--- src/common/gb_cpu_pkg.sv ---
package gb_cpu_pkg;

  typedef logic [7:0] byte_t;
  typedef logic [15:0] addr_t;

  // Register code as found in opcode bit fields: B C D E H L (HL) A.
  typedef logic [2:0] reg_sel_t;

  // Register pair code: 0 BC, 1 DE, 2 HL.
  typedef logic [1:0] pair_sel_t;

  typedef logic [1:0] mcycle_t;
  typedef logic [1:0] tstate_t;

  typedef enum logic [3:0] {
    OP_NOP,
    OP_LD_R_R,
    OP_LD_R_IMM,
    OP_LD_R_HL,
    OP_LD_HL_R,
    OP_LD_RR_IMM,
    OP_ALU,
    OP_COMPARE
  } op_class_e;

  // The first eight follow opcode bits 5:3 of the 0x80-0xBF block.
  typedef enum logic [3:0] {
    ALU_ADD,
    ALU_ADC,
    ALU_SUB,
    ALU_SBC,
    ALU_AND,
    ALU_XOR,
    ALU_OR,
    ALU_CP,
    ALU_INC,
    ALU_DEC,
    ALU_NONE
  } alu_op_e;

  localparam addr_t RESET_PC = 16'h0100;  // Cartridge entry point.

  localparam int T_STATES_PER_M = 4;

  localparam reg_sel_t REG_H = 3'd4;
  localparam reg_sel_t REG_L = 3'd5;
  localparam reg_sel_t REG_HL_MEM = 3'd6;  // Memory operand at address HL.
  localparam reg_sel_t REG_A = 3'd7;

endpackage

--- src/decode/instr_decoder.sv ---
`timescale 1ns/1ps

module instr_decoder import gb_cpu_pkg::*; (
  input  byte_t     i_ir,
  output op_class_e o_op_class,
  output reg_sel_t  o_dst_sel,
  output reg_sel_t  o_src_sel,
  output pair_sel_t o_pair_sel,
  output alu_op_e   o_alu_op,
  output mcycle_t   o_m_cycles
);

  reg_sel_t field_hi;
  reg_sel_t field_lo;

  assign field_hi = i_ir[5:3];
  assign field_lo = i_ir[2:0];

  always_comb begin
    o_op_class = OP_NOP;
    o_dst_sel  = field_hi;
    o_src_sel  = field_lo;
    o_pair_sel = i_ir[5:4];
    o_alu_op   = ALU_NONE;

    case (i_ir[7:6])
      2'b00: begin
        case (field_lo)
          3'b100, 3'b101: begin
            if (field_hi != REG_HL_MEM) begin
              o_op_class = OP_ALU;
              o_src_sel  = field_hi;  // Operand comes through the normal read port.
              o_alu_op   = i_ir[0] ? ALU_DEC : ALU_INC;
            end
          end
          3'b110: begin
            if (field_hi != REG_HL_MEM) begin
              o_op_class = OP_LD_R_IMM;
            end
          end
          3'b001: begin
            if (!i_ir[3] && i_ir[5:4] != 2'b11) begin  // Pair code 3 is SP.
              o_op_class = OP_LD_RR_IMM;
            end
          end
          default: ;
        endcase
      end

      2'b01: begin
        if (field_hi == REG_HL_MEM && field_lo == REG_HL_MEM) begin
          o_op_class = OP_NOP;  // HALT.
        end else if (field_hi == REG_HL_MEM) begin
          o_op_class = OP_LD_HL_R;
        end else if (field_lo == REG_HL_MEM) begin
          o_op_class = OP_LD_R_HL;
        end else begin
          o_op_class = OP_LD_R_R;
        end
      end

      2'b10: begin
        if (field_lo != REG_HL_MEM) begin
          o_dst_sel  = REG_A;
          o_alu_op   = alu_op_e'({1'b0, field_hi});
          o_op_class = (field_hi == 3'd7) ? OP_COMPARE : OP_ALU;
        end
      end

      default: ;
    endcase
  end

  // Index of the final machine cycle, one less than the instruction length.
  always_comb begin
    case (o_op_class)
      OP_LD_R_IMM, OP_LD_R_HL: o_m_cycles = 2'd2;
      OP_LD_RR_IMM:            o_m_cycles = 2'd3;
      default:                 o_m_cycles = 2'd1;
    endcase
  end

endmodule

--- src/decode/cycle_sequencer.sv ---
`timescale 1ns/1ps

module cycle_sequencer import gb_cpu_pkg::*; (
  input  logic      i_clk,
  input  logic      i_rst,
  input  byte_t     i_mem_rd_data,
  input  op_class_e i_op_class,
  input  mcycle_t   i_m_cycles,
  input  addr_t     i_hl,
  output addr_t     o_mem_rd_addr,
  output byte_t     o_ir,
  output addr_t     o_operand,
  output logic      o_commit
);

  localparam tstate_t T_LAST = tstate_t'(T_STATES_PER_M - 1);

  addr_t   pc;
  tstate_t tstate;
  mcycle_t mcycle;
  byte_t   ir_q;
  addr_t   operand_q;

  logic    cycle_end;
  logic    fetch_cycle;
  logic    last_cycle;
  logic    operand_cycle;
  logic    pc_step;
  addr_t   pc_next;
  mcycle_t mcycle_next;
  addr_t   rd_addr_next;

  assign cycle_end     = (tstate == T_LAST);
  assign fetch_cycle   = (mcycle == 2'd0);
  assign last_cycle    = (mcycle == i_m_cycles);
  assign operand_cycle = !fetch_cycle && !last_cycle;

  // Immediate bytes advance PC; the HL data cycle does not.
  assign pc_step     = fetch_cycle || (operand_cycle && i_op_class != OP_LD_R_HL);
  assign pc_next     = pc_step ? pc + 16'd1 : pc;
  assign mcycle_next = last_cycle ? 2'd0 : mcycle + 2'd1;

  always_comb begin
    rd_addr_next = pc_next;
    if (i_op_class == OP_LD_R_HL && mcycle_next == 2'd1) begin
      rd_addr_next = i_hl;
    end
  end

  // At the end of the fetch the new opcode is decoded straight from the bus,
  // so the first operand cycle already reads from the right address.
  assign o_ir = (fetch_cycle && cycle_end) ? i_mem_rd_data : ir_q;

  assign o_commit  = last_cycle && cycle_end;
  assign o_operand = operand_q;

  always_ff @(posedge i_clk or posedge i_rst) begin
    if (i_rst) begin
      pc            <= RESET_PC;
      tstate        <= '0;
      mcycle        <= '0;
      ir_q          <= 8'h00;
      o_mem_rd_addr <= RESET_PC;
    end else begin
      tstate <= cycle_end ? '0 : tstate + 2'd1;
      if (cycle_end) begin
        mcycle        <= mcycle_next;
        pc            <= pc_next;
        o_mem_rd_addr <= rd_addr_next;
        if (fetch_cycle) begin
          ir_q <= i_mem_rd_data;
        end
      end
    end
  end

  always_ff @(posedge i_clk) begin
    if (cycle_end && operand_cycle) begin
      if (mcycle == 2'd1) begin
        operand_q[7:0] <= i_mem_rd_data;  // First byte is the low byte.
      end else begin
        operand_q[15:8] <= i_mem_rd_data;
      end
    end
  end

endmodule

--- src/execute/reg_file.sv ---
`timescale 1ns/1ps

module reg_file import gb_cpu_pkg::*; (
  input  logic      i_clk,
  input  logic      i_rst,
  input  reg_sel_t  i_rd_sel,
  input  logic      i_wr_en,
  input  reg_sel_t  i_wr_sel,
  input  byte_t     i_wr_data,
  input  logic      i_pair_wr_en,
  input  pair_sel_t i_pair_sel,
  input  addr_t     i_pair_wr_data,
  output byte_t     o_rd_data,
  output byte_t     o_acc,
  output addr_t     o_hl
);

  byte_t regs [0:7];  // Indexed by register code; slot 6 is never written.

  reg_sel_t pair_hi;
  reg_sel_t pair_lo;

  assign pair_hi = {i_pair_sel, 1'b0};
  assign pair_lo = {i_pair_sel, 1'b1};

  always_ff @(posedge i_clk or posedge i_rst) begin
    if (i_rst) begin
      for (int i = 0; i < 8; i++) begin
        regs[i] <= 8'h00;
      end
    end else if (i_pair_wr_en) begin
      regs[pair_hi] <= i_pair_wr_data[15:8];
      regs[pair_lo] <= i_pair_wr_data[7:0];
    end else if (i_wr_en && i_wr_sel != REG_HL_MEM) begin
      regs[i_wr_sel] <= i_wr_data;
    end
  end

  assign o_rd_data = regs[i_rd_sel];
  assign o_acc     = regs[REG_A];
  assign o_hl      = {regs[REG_H], regs[REG_L]};

endmodule

--- src/execute/alu.sv ---
`timescale 1ns/1ps

module alu import gb_cpu_pkg::*; (
  input  logic    i_clk,
  input  logic    i_rst,
  input  alu_op_e i_op,
  input  byte_t   i_acc,
  input  byte_t   i_src,
  input  logic    i_commit,
  output byte_t   o_result
);

  logic       carry_q;
  logic [8:0] wide;  // Bit 8 is the carry out or the borrow.

  always_comb begin
    case (i_op)
      ALU_ADD: wide = {1'b0, i_acc} + {1'b0, i_src};
      ALU_ADC: wide = {1'b0, i_acc} + {1'b0, i_src} + {8'd0, carry_q};
      ALU_SUB,
      ALU_CP:  wide = {1'b0, i_acc} - {1'b0, i_src};
      ALU_SBC: wide = {1'b0, i_acc} - {1'b0, i_src} - {8'd0, carry_q};
      ALU_AND: wide = {1'b0, i_acc & i_src};
      ALU_XOR: wide = {1'b0, i_acc ^ i_src};
      ALU_OR:  wide = {1'b0, i_acc | i_src};
      ALU_INC: wide = {1'b0, i_src + 8'd1};
      ALU_DEC: wide = {1'b0, i_src - 8'd1};
      default: wide = {1'b0, i_src};
    endcase
  end

  assign o_result = wide[7:0];

  // Logic ops leave bit 8 clear, which clears the carry.
  always_ff @(posedge i_clk or posedge i_rst) begin
    if (i_rst) begin
      carry_q <= 1'b0;
    end else if (i_commit && i_op inside {ALU_ADD, ALU_ADC, ALU_SUB, ALU_SBC,
                                          ALU_AND, ALU_XOR, ALU_OR, ALU_CP}) begin
      carry_q <= wide[8];
    end
  end

endmodule

--- src/result/writeback_ctrl.sv ---
`timescale 1ns/1ps

module writeback_ctrl import gb_cpu_pkg::*; (
  input  logic      i_clk,
  input  logic      i_rst,
  input  logic      i_commit,
  input  op_class_e i_op_class,
  input  reg_sel_t  i_dst_sel,
  input  byte_t     i_src_data,
  input  byte_t     i_alu_result,
  input  addr_t     i_operand,
  input  addr_t     i_hl,
  output logic      o_reg_wr_en,
  output reg_sel_t  o_reg_wr_sel,
  output byte_t     o_reg_wr_data,
  output logic      o_pair_wr_en,
  output addr_t     o_pair_wr_data,
  output logic      o_mem_wr_en,
  output addr_t     o_mem_wr_addr,
  output byte_t     o_mem_wr_data
);

  logic store;

  assign o_reg_wr_en = i_commit &&
                       (i_op_class inside {OP_LD_R_R, OP_LD_R_IMM, OP_LD_R_HL, OP_ALU});
  assign o_reg_wr_sel = i_dst_sel;

  always_comb begin
    case (i_op_class)
      OP_LD_R_R:               o_reg_wr_data = i_src_data;
      OP_LD_R_IMM, OP_LD_R_HL: o_reg_wr_data = i_operand[7:0];
      default:                 o_reg_wr_data = i_alu_result;
    endcase
  end

  assign o_pair_wr_en   = i_commit && (i_op_class == OP_LD_RR_IMM);
  assign o_pair_wr_data = i_operand;

  assign store = i_commit && (i_op_class == OP_LD_HL_R);

  always_ff @(posedge i_clk or posedge i_rst) begin
    if (i_rst) begin
      o_mem_wr_en <= 1'b0;
    end else begin
      o_mem_wr_en <= store;  // High for the one clock after the commit.
    end
  end

  always_ff @(posedge i_clk) begin
    if (store) begin
      o_mem_wr_addr <= i_hl;
      o_mem_wr_data <= i_src_data;
    end
  end

endmodule

--- src/source/cpu_top.sv ---
`timescale 1ns/1ps

module cpu_top import gb_cpu_pkg::*; (
  input  logic  i_clk,
  input  logic  i_rst,
  input  byte_t i_mem_rd_data,
  output addr_t o_mem_rd_addr,
  output logic  o_mem_wr_en,
  output addr_t o_mem_wr_addr,
  output byte_t o_mem_wr_data
);

  byte_t     ir;
  op_class_e op_class;
  reg_sel_t  dst_sel;
  reg_sel_t  src_sel;
  pair_sel_t pair_sel;
  alu_op_e   alu_op;
  mcycle_t   m_cycles;
  addr_t     operand;
  logic      commit;
  byte_t     rd_data;
  byte_t     acc;
  addr_t     hl;
  byte_t     alu_result;
  logic      reg_wr_en;
  reg_sel_t  reg_wr_sel;
  byte_t     reg_wr_data;
  logic      pair_wr_en;
  addr_t     pair_wr_data;

  instr_decoder u_decoder (
    .i_ir       (ir),
    .o_op_class (op_class),
    .o_dst_sel  (dst_sel),
    .o_src_sel  (src_sel),
    .o_pair_sel (pair_sel),
    .o_alu_op   (alu_op),
    .o_m_cycles (m_cycles)
  );

  cycle_sequencer u_sequencer (
    .i_clk         (i_clk),
    .i_rst         (i_rst),
    .i_mem_rd_data (i_mem_rd_data),
    .i_op_class    (op_class),
    .i_m_cycles    (m_cycles),
    .i_hl          (hl),
    .o_mem_rd_addr (o_mem_rd_addr),
    .o_ir          (ir),
    .o_operand     (operand),
    .o_commit      (commit)
  );

  reg_file u_reg_file (
    .i_clk          (i_clk),
    .i_rst          (i_rst),
    .i_rd_sel       (src_sel),
    .i_wr_en        (reg_wr_en),
    .i_wr_sel       (reg_wr_sel),
    .i_wr_data      (reg_wr_data),
    .i_pair_wr_en   (pair_wr_en),
    .i_pair_sel     (pair_sel),
    .i_pair_wr_data (pair_wr_data),
    .o_rd_data      (rd_data),
    .o_acc          (acc),
    .o_hl           (hl)
  );

  alu u_alu (
    .i_clk    (i_clk),
    .i_rst    (i_rst),
    .i_op     (alu_op),
    .i_acc    (acc),
    .i_src    (rd_data),
    .i_commit (commit),
    .o_result (alu_result)
  );

  writeback_ctrl u_writeback (
    .i_clk          (i_clk),
    .i_rst          (i_rst),
    .i_commit       (commit),
    .i_op_class     (op_class),
    .i_dst_sel      (dst_sel),
    .i_src_data     (rd_data),
    .i_alu_result   (alu_result),
    .i_operand      (operand),
    .i_hl           (hl),
    .o_reg_wr_en    (reg_wr_en),
    .o_reg_wr_sel   (reg_wr_sel),
    .o_reg_wr_data  (reg_wr_data),
    .o_pair_wr_en   (pair_wr_en),
    .o_pair_wr_data (pair_wr_data),
    .o_mem_wr_en    (o_mem_wr_en),
    .o_mem_wr_addr  (o_mem_wr_addr),
    .o_mem_wr_data  (o_mem_wr_data)
  );

endmodule

--- config.mk ---
export PLATFORM = sky130hd
export DESIGN_NAME = cpu_top
export DESIGN_NICKNAME = d
export VERILOG_FILES = /design/src/common/gb_cpu_pkg.sv /design/src/decode/instr_decoder.sv /design/src/decode/cycle_sequencer.sv /design/src/execute/reg_file.sv /design/src/execute/alu.sv /design/src/result/writeback_ctrl.sv /design/src/source/cpu_top.sv
export SDC_FILE = /design/constraint.sdc
export NUM_CORES = 1
export LEC_CHECK = 0
export ABC_AREA = 1
export BUFFER_PORTS_ARGS = -buffer_cell sky130_fd_sc_hd__buf_2
export CAP_MARGIN = 20
export CELL_PAD_IN_SITES_DETAIL_PLACEMENT = 2
export CELL_PAD_IN_SITES_GLOBAL_PLACEMENT = 2
export CORE_MARGIN = 5
export CORE_UTILIZATION = 33
export DETAILED_ROUTE_END_ITERATION = 16
export PLACE_DENSITY = 0.73
export SLEW_MARGIN = 40
export SYNTH_ARGS = -nofsm -noshare
export SYNTH_HDL_FRONTEND = slang
export SYNTH_SLANG_ARGS = --single-unit
--- constraint.sdc ---
create_clock -name i_clk -period 4.6 [get_ports i_clk]
set_input_delay 0.46 -clock i_clk [delete_from_list [all_inputs] [get_ports i_clk]]
set_output_delay 0.46 -clock i_clk [all_outputs]
set_load 0.02 [all_outputs]
# [Word-level counts from Yosys, hierarchy flattened]
# Cells that the tools add are included.
[totals] regBits=150 out_inout_bits=41 elab_cells=149
[classes] reduce_logical=32 n_eq_ne=32 muxes=42 magnitude_cmp=7 add_sub_neg=9 n_bitwise=8
[op_table] operator="$bwmux 64" n=3
[op_table] operator="$mux 64" n=2
[op_table] operator="$pmux 9 s9" n=1
[op_table] operator="$demux 8 s3" n=3
[op_table] operator="$mux 8" n=6
[op_table] operator="$mux 16" n=2
[op_table] operator="$eq 4x3->1 const B" n=7
[op_table] operator="$bmux 8 s3" n=1
[op_table] operator="$mux 4" n=6
[op_table] operator="$pmux 4 s3" n=2
[op_table] operator="$mux 3" n=7
[op_table] operator="$add 16x1->16 const B" n=1
[op_table] operator="$eq 4x2->1 const B" n=4
[op_table] operator="$ge 4x4->1 const B" n=4
[op_table] operator="$logic_and 1x1->1" n=16
[op_table] operator="$not 3->4" n=4
[op_table] operator="$pmux 8 s2" n=1
[op_table] operator="$eq 3x3->1 const B" n=5
[op_table] operator="$lt 4x1->1 const B" n=3
[op_table] operator="$add 8x8->9" n=1
[op_table] operator="$add 9x1->9" n=1
[op_table] operator="$ne 3x3->1 const B" n=3
[op_table] operator="$sub 8x8->9" n=1
[op_table] operator="$sub 9x1->9" n=1
[op_table] operator="other kinds (28)" n=45

# [Longest topological paths before layout]
[depth] ltp_word=18 depth_mapped=40 depth_no_buf=37

# [Hierarchy]
# A second synthesis with hierarchy kept.
[hier_totals] cells_unflattened=1630 area_unflattened_um2=11188.2
[by_module_without_submodules] mod="reg_file" cells_each=698 area_per_inst_um2=4388.0 n_inst=1
[by_module_without_submodules] mod="cycle_sequencer" cells_each=374 area_per_inst_um2=3081.7 n_inst=1
[by_module_without_submodules] mod="alu" cells_each=408 area_per_inst_um2=2292.2 n_inst=1
[by_module_without_submodules] mod="writeback_ctrl" cells_each=91 area_per_inst_um2=1121.1 n_inst=1
[by_module_without_submodules] mod="instr_decoder" cells_each=59 area_per_inst_um2=305.3 n_inst=1

# [Worst setup path after synthesis]
# OpenSTA, ideal clock, no wires.
[synth_timing] kind="register -> register" start="register u_sequencer.mcycle[0]" end="register u_reg_file.regs (netlist bit u_reg_file.o_hl[7])" arrival_time_ns=4.275 path_slack_ns=0.201 n_path_buf=3 path_stages_with_launch=39 synth_period_minus_slack_ns=4.399 t_required_ns=4.476 cell_sequence="dfrtp_1 > inv_1 > ha_1 > buf_6 > nand2_4 > nand2_1 > nand2_2 > nor2_4 > nand2_1 > nand2_1 > nand2_2 > nand2_4 > inv_2 > buf_2 > o211ai_1 > nand2_1 > nand2_1 > o21a_1 > (+3 left out) > nand3_1 > nand2_1 > nand2_1 > nand2_1 > a21oi_1 > or2_2 > nand2_1 > inv_1 > nand3_1 > a21oi_1 > a21oi_1 > nand2_1 > nor2_1 > nand2_1 > nand2_1 > nand2_1 > nand2_1 > nand3_1"
[synth_between] elab_chain_len=18 word_cells_on_any_way=103
[synth_lines] item="start, declared" line_no="cycle_sequencer.sv:20" rtl="mcycle_t mcycle;"
[synth_lines] item="start signal, assigned" line_no="cycle_sequencer.sv:67" rtl="mcycle <= mcycle_next;"
[synth_lines] item="$logic_not 2->1 (*)" line_no="cycle_sequencer.sv:34" rtl="assign fetch_cycle = (mcycle == 2'd0);"
[synth_lines] item="$logic_and 1x1->1 (*)" line_no="cycle_sequencer.sv:52" rtl="assign o_ir = (fetch_cycle && cycle_end) ? i_mem_rd_data : ir_q;"
[synth_lines] item="$mux 8 (*)" line_no="cycle_sequencer.sv:52"
[synth_lines] item="$ne 3x3->1 / $eq 3x3->1 (equally long branches)" line_no="instr_decoder.sv:30, instr_decoder.sv:28"
[synth_lines] item="$mux 3 / $reduce_or 2->1 (equally long branches)" line_no="instr_decoder.sv:30, instr_decoder.sv:28"
[synth_lines] item="$mux 3" line_no="instr_decoder.sv:28" rtl="case (field_lo)"
[synth_lines] item="$mux 3 (*)" line_no="instr_decoder.sv:26" rtl="case (i_ir[7:6])"
[synth_lines] item="$not 3->4 (implied by the code) (*)" line_no="reg_file.sv:39" rtl="assign o_rd_data = regs[i_rd_sel];"
[synth_lines] item="(+3 left out)"
[synth_lines] item="named net rd_data[2]" line_no="cpu_top.sv:22" rtl="byte_t rd_data;"
[synth_lines] item="$sub 8x8->9 / $add 8x8->9 (equally long branches)"
[synth_lines] item="$sub 9x1->9 / $add 9x1->9 (equally long branches)" line_no="alu.sv:22, alu.sv:19"
[synth_lines] item="$pmux 9 s9 (*)" line_no="alu.sv:17" rtl="case (i_op)"
[synth_lines] item="$pmux 8 s2 (*)" line_no="writeback_ctrl.sv:30" rtl="case (i_op_class)"
[synth_lines] item="$bwmux 64 (*)" line_no="reg_file.sv:35" rtl="regs[i_wr_sel] <= i_wr_data;"
[synth_lines] item="$mux 64 (*)" line_no="reg_file.sv:34" rtl="end else if (i_wr_en && i_wr_sel != REG_HL_MEM) begin"
[synth_lines] item="$mux 64 (*)" line_no="reg_file.sv:31" rtl="end else if (i_pair_wr_en) begin"
[synth_lines] item="end signal, assigned by index" line_no="reg_file.sv:32" rtl="regs[pair_hi] <= i_pair_wr_data[15:8];"
[synth_lines] item="end signal, assigned by index" line_no="reg_file.sv:33" rtl="regs[pair_lo] <= i_pair_wr_data[7:0];"
[synth_lines] item="end signal, assigned by index" line_no="reg_file.sv:35"
[synth_lines] item="end, declared" line_no="reg_file.sv:18" rtl="byte_t regs [0:7];"
# The timed path passes the listed nets; every way through them passes the cells marked *. The select of a mux whose other input is x is not followed.
# A chain may end at the register's enable or synchronous reset.

# [Worst setup path after layout]
# Same ends and word-level chain as after synthesis.

==> metrics.csv <==
stage,metric,value,unit
placement,number of placed cells counting well taps,1741,
clock_tree,H-tree depth,4,
grt,wire length of the first global-routing pass,63300,um
sta,RSZ-0062 raised after global routing,true,
final_layout,Final Non-Filler Cells,1808,
grt,GR Util All Layers,25.1,%
clock_tree,clock root cell,clkbuf_16,
sta,Hold WS,0.138,ns
worst_setup_path,crit-path max FO,7,
final_layout,Final #Nets,1464,
drt,antenna violation net count after detailed routing,0,
placement,pre-CTS setup slack,-0.375,ns
floorplan,die height,180,um
synth,top flip-flop cell by instance count after synthesis,dfrtp_1,
synth,cell area after technology mapping,0.00955,mm2
worst_setup_path,slowest CP cell,dfrtp_1,
grt,initial antenna violation count,1,
sta,Max Clk Rate,204,MHz
floorplan,core area,0.0286,mm2
final_layout,layout cell share with drive strength beyond 1,32.6,%
sta,final period demand of the worst path,4.90,ns
sta,Final Max Tran Viols,0,
synth,post-synthesis cell count,1242,
synth,most frequently used cell type in the post-synthesis netlist,nand2_1,
final_layout,final core area utilization,44.6,%
sta,transition time at the pin with the least slew margin,0.711,ns
synth,post-synth top area share,28.3,%
clock_tree,number of hold buffers added after CTS,0,
synth,number of enable-type register cells in the synthesized netlist,40,
worst_setup_path,endpoint kind of the worst setup timing path,flip-flop,
worst_setup_path,critical path required time,4.91,ns
sta,final setup slack of the worst path,-0.303,ns
worst_setup_path,data arrival time of the critical path,5.22,ns
synth,portion of the post-synthesis area used by sequential elements,41.4,%
worst_setup_path,Setup CP Type,reg2reg,
synth,cell type contributing the most total cell area after synthesis,dfrtp_1,
clock_tree,Clock Pin Slew Worst Setup and Hold Paths,0.07,ns
run_status,violated checks,setup timing,
floorplan,Starting Density,33.4,%
drt,via count of the routed design,9935,
clock_tree,source-to-sink clock delay at the later pin of the worst-skew pair,0.44,ns
worst_setup_path,critical path startpoint category,flip-flop,
synth,mean instance size in the synthesized netlist,7.69,um2
synth,number of nets in the synthesized netlist,1295,
grt,overall overflow remaining after global route,0,
job,Max-Cap Viols,0,
drt,vias per inst,5.50,
final_layout,diodes inserted,0,
final_layout,area delta synth->final,33.7,%
drt,1st-pass router iterations,6,
floorplan,Placement Rows,62,
sta,share of the clock period used by the worst path after layout,107,%
final_layout,filler cell count in the final layout,3187,
floorplan,overall die width,180,um
run_status,run status,"finished, violations left",
synth,synthesis-stage register bit count,150,
synth,async set-reset flop share out of synthesis,73.3,%
synth,synth cell count leaders,"377 x nand2_1, 126 x nand3_1, 123 x inv_1, 108 x dfrtp_1, 65 x o21ai_0",
grt,maximum number of pins on one net before global-route repair,52,
worst_setup_path,largest stage delay on the critical path,0.41,ns
placement,estimated wirelength of the detail-placed design,30300,um
grt,vias in the first global route,10500,
sta,Fin. Hold Viols,0,
synth,ranking of synthesized cells by area,"dfrtp_1 28%, nand2_1 15%, edfxtp_1 13%",
sta,Final setup violation count,30,
clock_tree,number of buffers created by CTS,17,
placement,placer's final routability congestion estimate,0.874,
floorplan,IO Count,51,
floorplan,full die area,0.0324,mm2
sta,worst slew margin relative to its limit,52.4,%
drt,average routed wire per standard cell,25.1,um
drt,DRC marker count from the first detailed-route iteration,685,
clock_tree,Clock Sinks,150,
synth,synth unique cells,55,
synth,warning count from the yosys run,0,
drt,number of design rule violations left after detail routing,0,
clock_tree,Max Root-Sink Buffers,2,
placement,buffers added on ports,50,
drt,drt total wl,45300,um
clock_tree,clock tree from TritonCTS,done,
worst_hold_path,type of the most critical hold path,in2async,
sta,Worst Skew,0.0160,ns
[logic make-up (layout without fill, tap and decap cells)]
family / Yosys count / after routing / share of synthesized area (%)
compound gates: 199 / 199 / 12.0
fa+ha+maj: 43 / 43 / 5.87
xor+xnor: 24 / 24 / 2.36
buf+inv: 181 / 363 / 7.98
simple gates: 645 / 645 / 30.4
flops: 150 / 150 / 41.4
[cells in the final DEF, fill, tap and decap left out, drive strengths merged]
master    netlist  layout
and2            4       4
xnor2           2       2
o211ai         15      15
a221oi          1       1
nor2           80      80
bufinv          0       3
dfstp           2       2
a22oi           9       9
o2111ai         3       3
nand3b          4       4
nand4          11      11
a31oi           2       2
a211oi          1       1
or2             5       5
clkbuf         21      22
clkinvlp        0       5
clkinv          1       5
dfrtp         108     108
o21bai          2       2
o22ai           6       6
inv           140     139
o221ai          1       1
nand2         398     398
o221a           1       1
nand3         130     130
o21ai          90      90
buf            19     189
fa              3       3
edfxtp         40      40
xor2           22      22
nor3            9       9
a21o            2       2
ha             40      40
nor4            4       4
o311ai          1       1
o21a            6       6
a21oi          59      59
[layer usage]
| metal | vias to the layer above | wire length (um) | GRT usage (%) |
|---|---|---|---|
| li1 | 4411 | - | - |
| met1 | 5158 | 20000 | 34.6 |
| met2 | 286 | 22200 | 42.3 |
| met3 | 78 | 1960 | 3.51 |
| met4 | 2 | 1090 | 5.54 |
| met5 | - | 20 | 0 |
[worst paths after layout]
check / start / depth (start not counted) / end / slack [ns]
setup / recovery: u_sequencer.mcycle[0] / 33 / u_reg_file.o_hl[7] / -0.30
max in group asynchronous: i_rst / 3 / u_sequencer.o_mem_rd_addr[11] / 3.46
hold reg to reg: u_reg_file.regs[15] / 0 / u_reg_file.regs[15] / 0.38
hold / removal: i_rst / 2 / u_writeback.o_mem_wr_en / 0.14
setup reg to reg: u_sequencer.mcycle[0] / 33 / u_reg_file.o_hl[7] / -0.30
min in group i_clk: i_mem_rd_data[4] / 1 / u_sequencer.o_operand[4] / 0.26
[worst max-delay path: cells and delay by family (launching register included)]
| kind | cells | cell delay, ns |
|---|---|---|
| and+or+nand+nor | 19 | 2.08 |
| buffers and inverters | 8 | 1.09 |
| AOI/OAI and AO/OA | 4 | 0.60 |
| adders and majority gates | 2 | 0.57 |
| DFF | 1 | 0.41 |
[timing repair]
item                                   CTS  global route
setup endpoints to repair               43            56
pin swaps                               31            68
buffers inserted                        22            15
cloned                                   1             1
resized for setup                       90           163
endpoints found under the hold margin    0             0
[final cells by class]
class | count | area [um2] | share of cell area [%]
Clock buffer | 21 | 450 | 3.53
Clock inverter | 11 | 151 | 1.19
Inverter | 141 | 558 | 4.37
Multi-Input combinational cell | 911 | 5740 | 45.0
Sequential cell | 150 | 3960 | 31.0
Tap cell | 384 | 480 | 3.76
Timing Repair Buffer | 190 | 1430 | 11.2
[metrics by stage]
stage | cell area (um2) | setup TNS, ns
global placement | 10900 | -5.60
finish | 12800 | -6.66
floorplan | 9550 | 0
global route | 12800 | -14.13
detailed placement | 10900 | -8.59
CTS | 12000 | 0
[flip-flops by register name, indices dropped and copies added (netlist names), 2 cells and up]
name / cells
u_reg_file.o_hl: 16
u_sequencer.pc: 16
u_sequencer.o_operand: 16
u_reg_file.regs: 40
u_sequencer.mcycle: 2
u_writeback.o_mem_wr_addr: 16
u_writeback.o_mem_wr_data: 8
u_sequencer.tstate: 2
u_sequencer.o_mem_rd_addr: 16
u_sequencer.ir_q: 8
u_reg_file.o_acc: 8
Power is left out: the tool's default activity adds up to more than one toggle a clock period on the data nets, which glitch-free logic cannot reach.
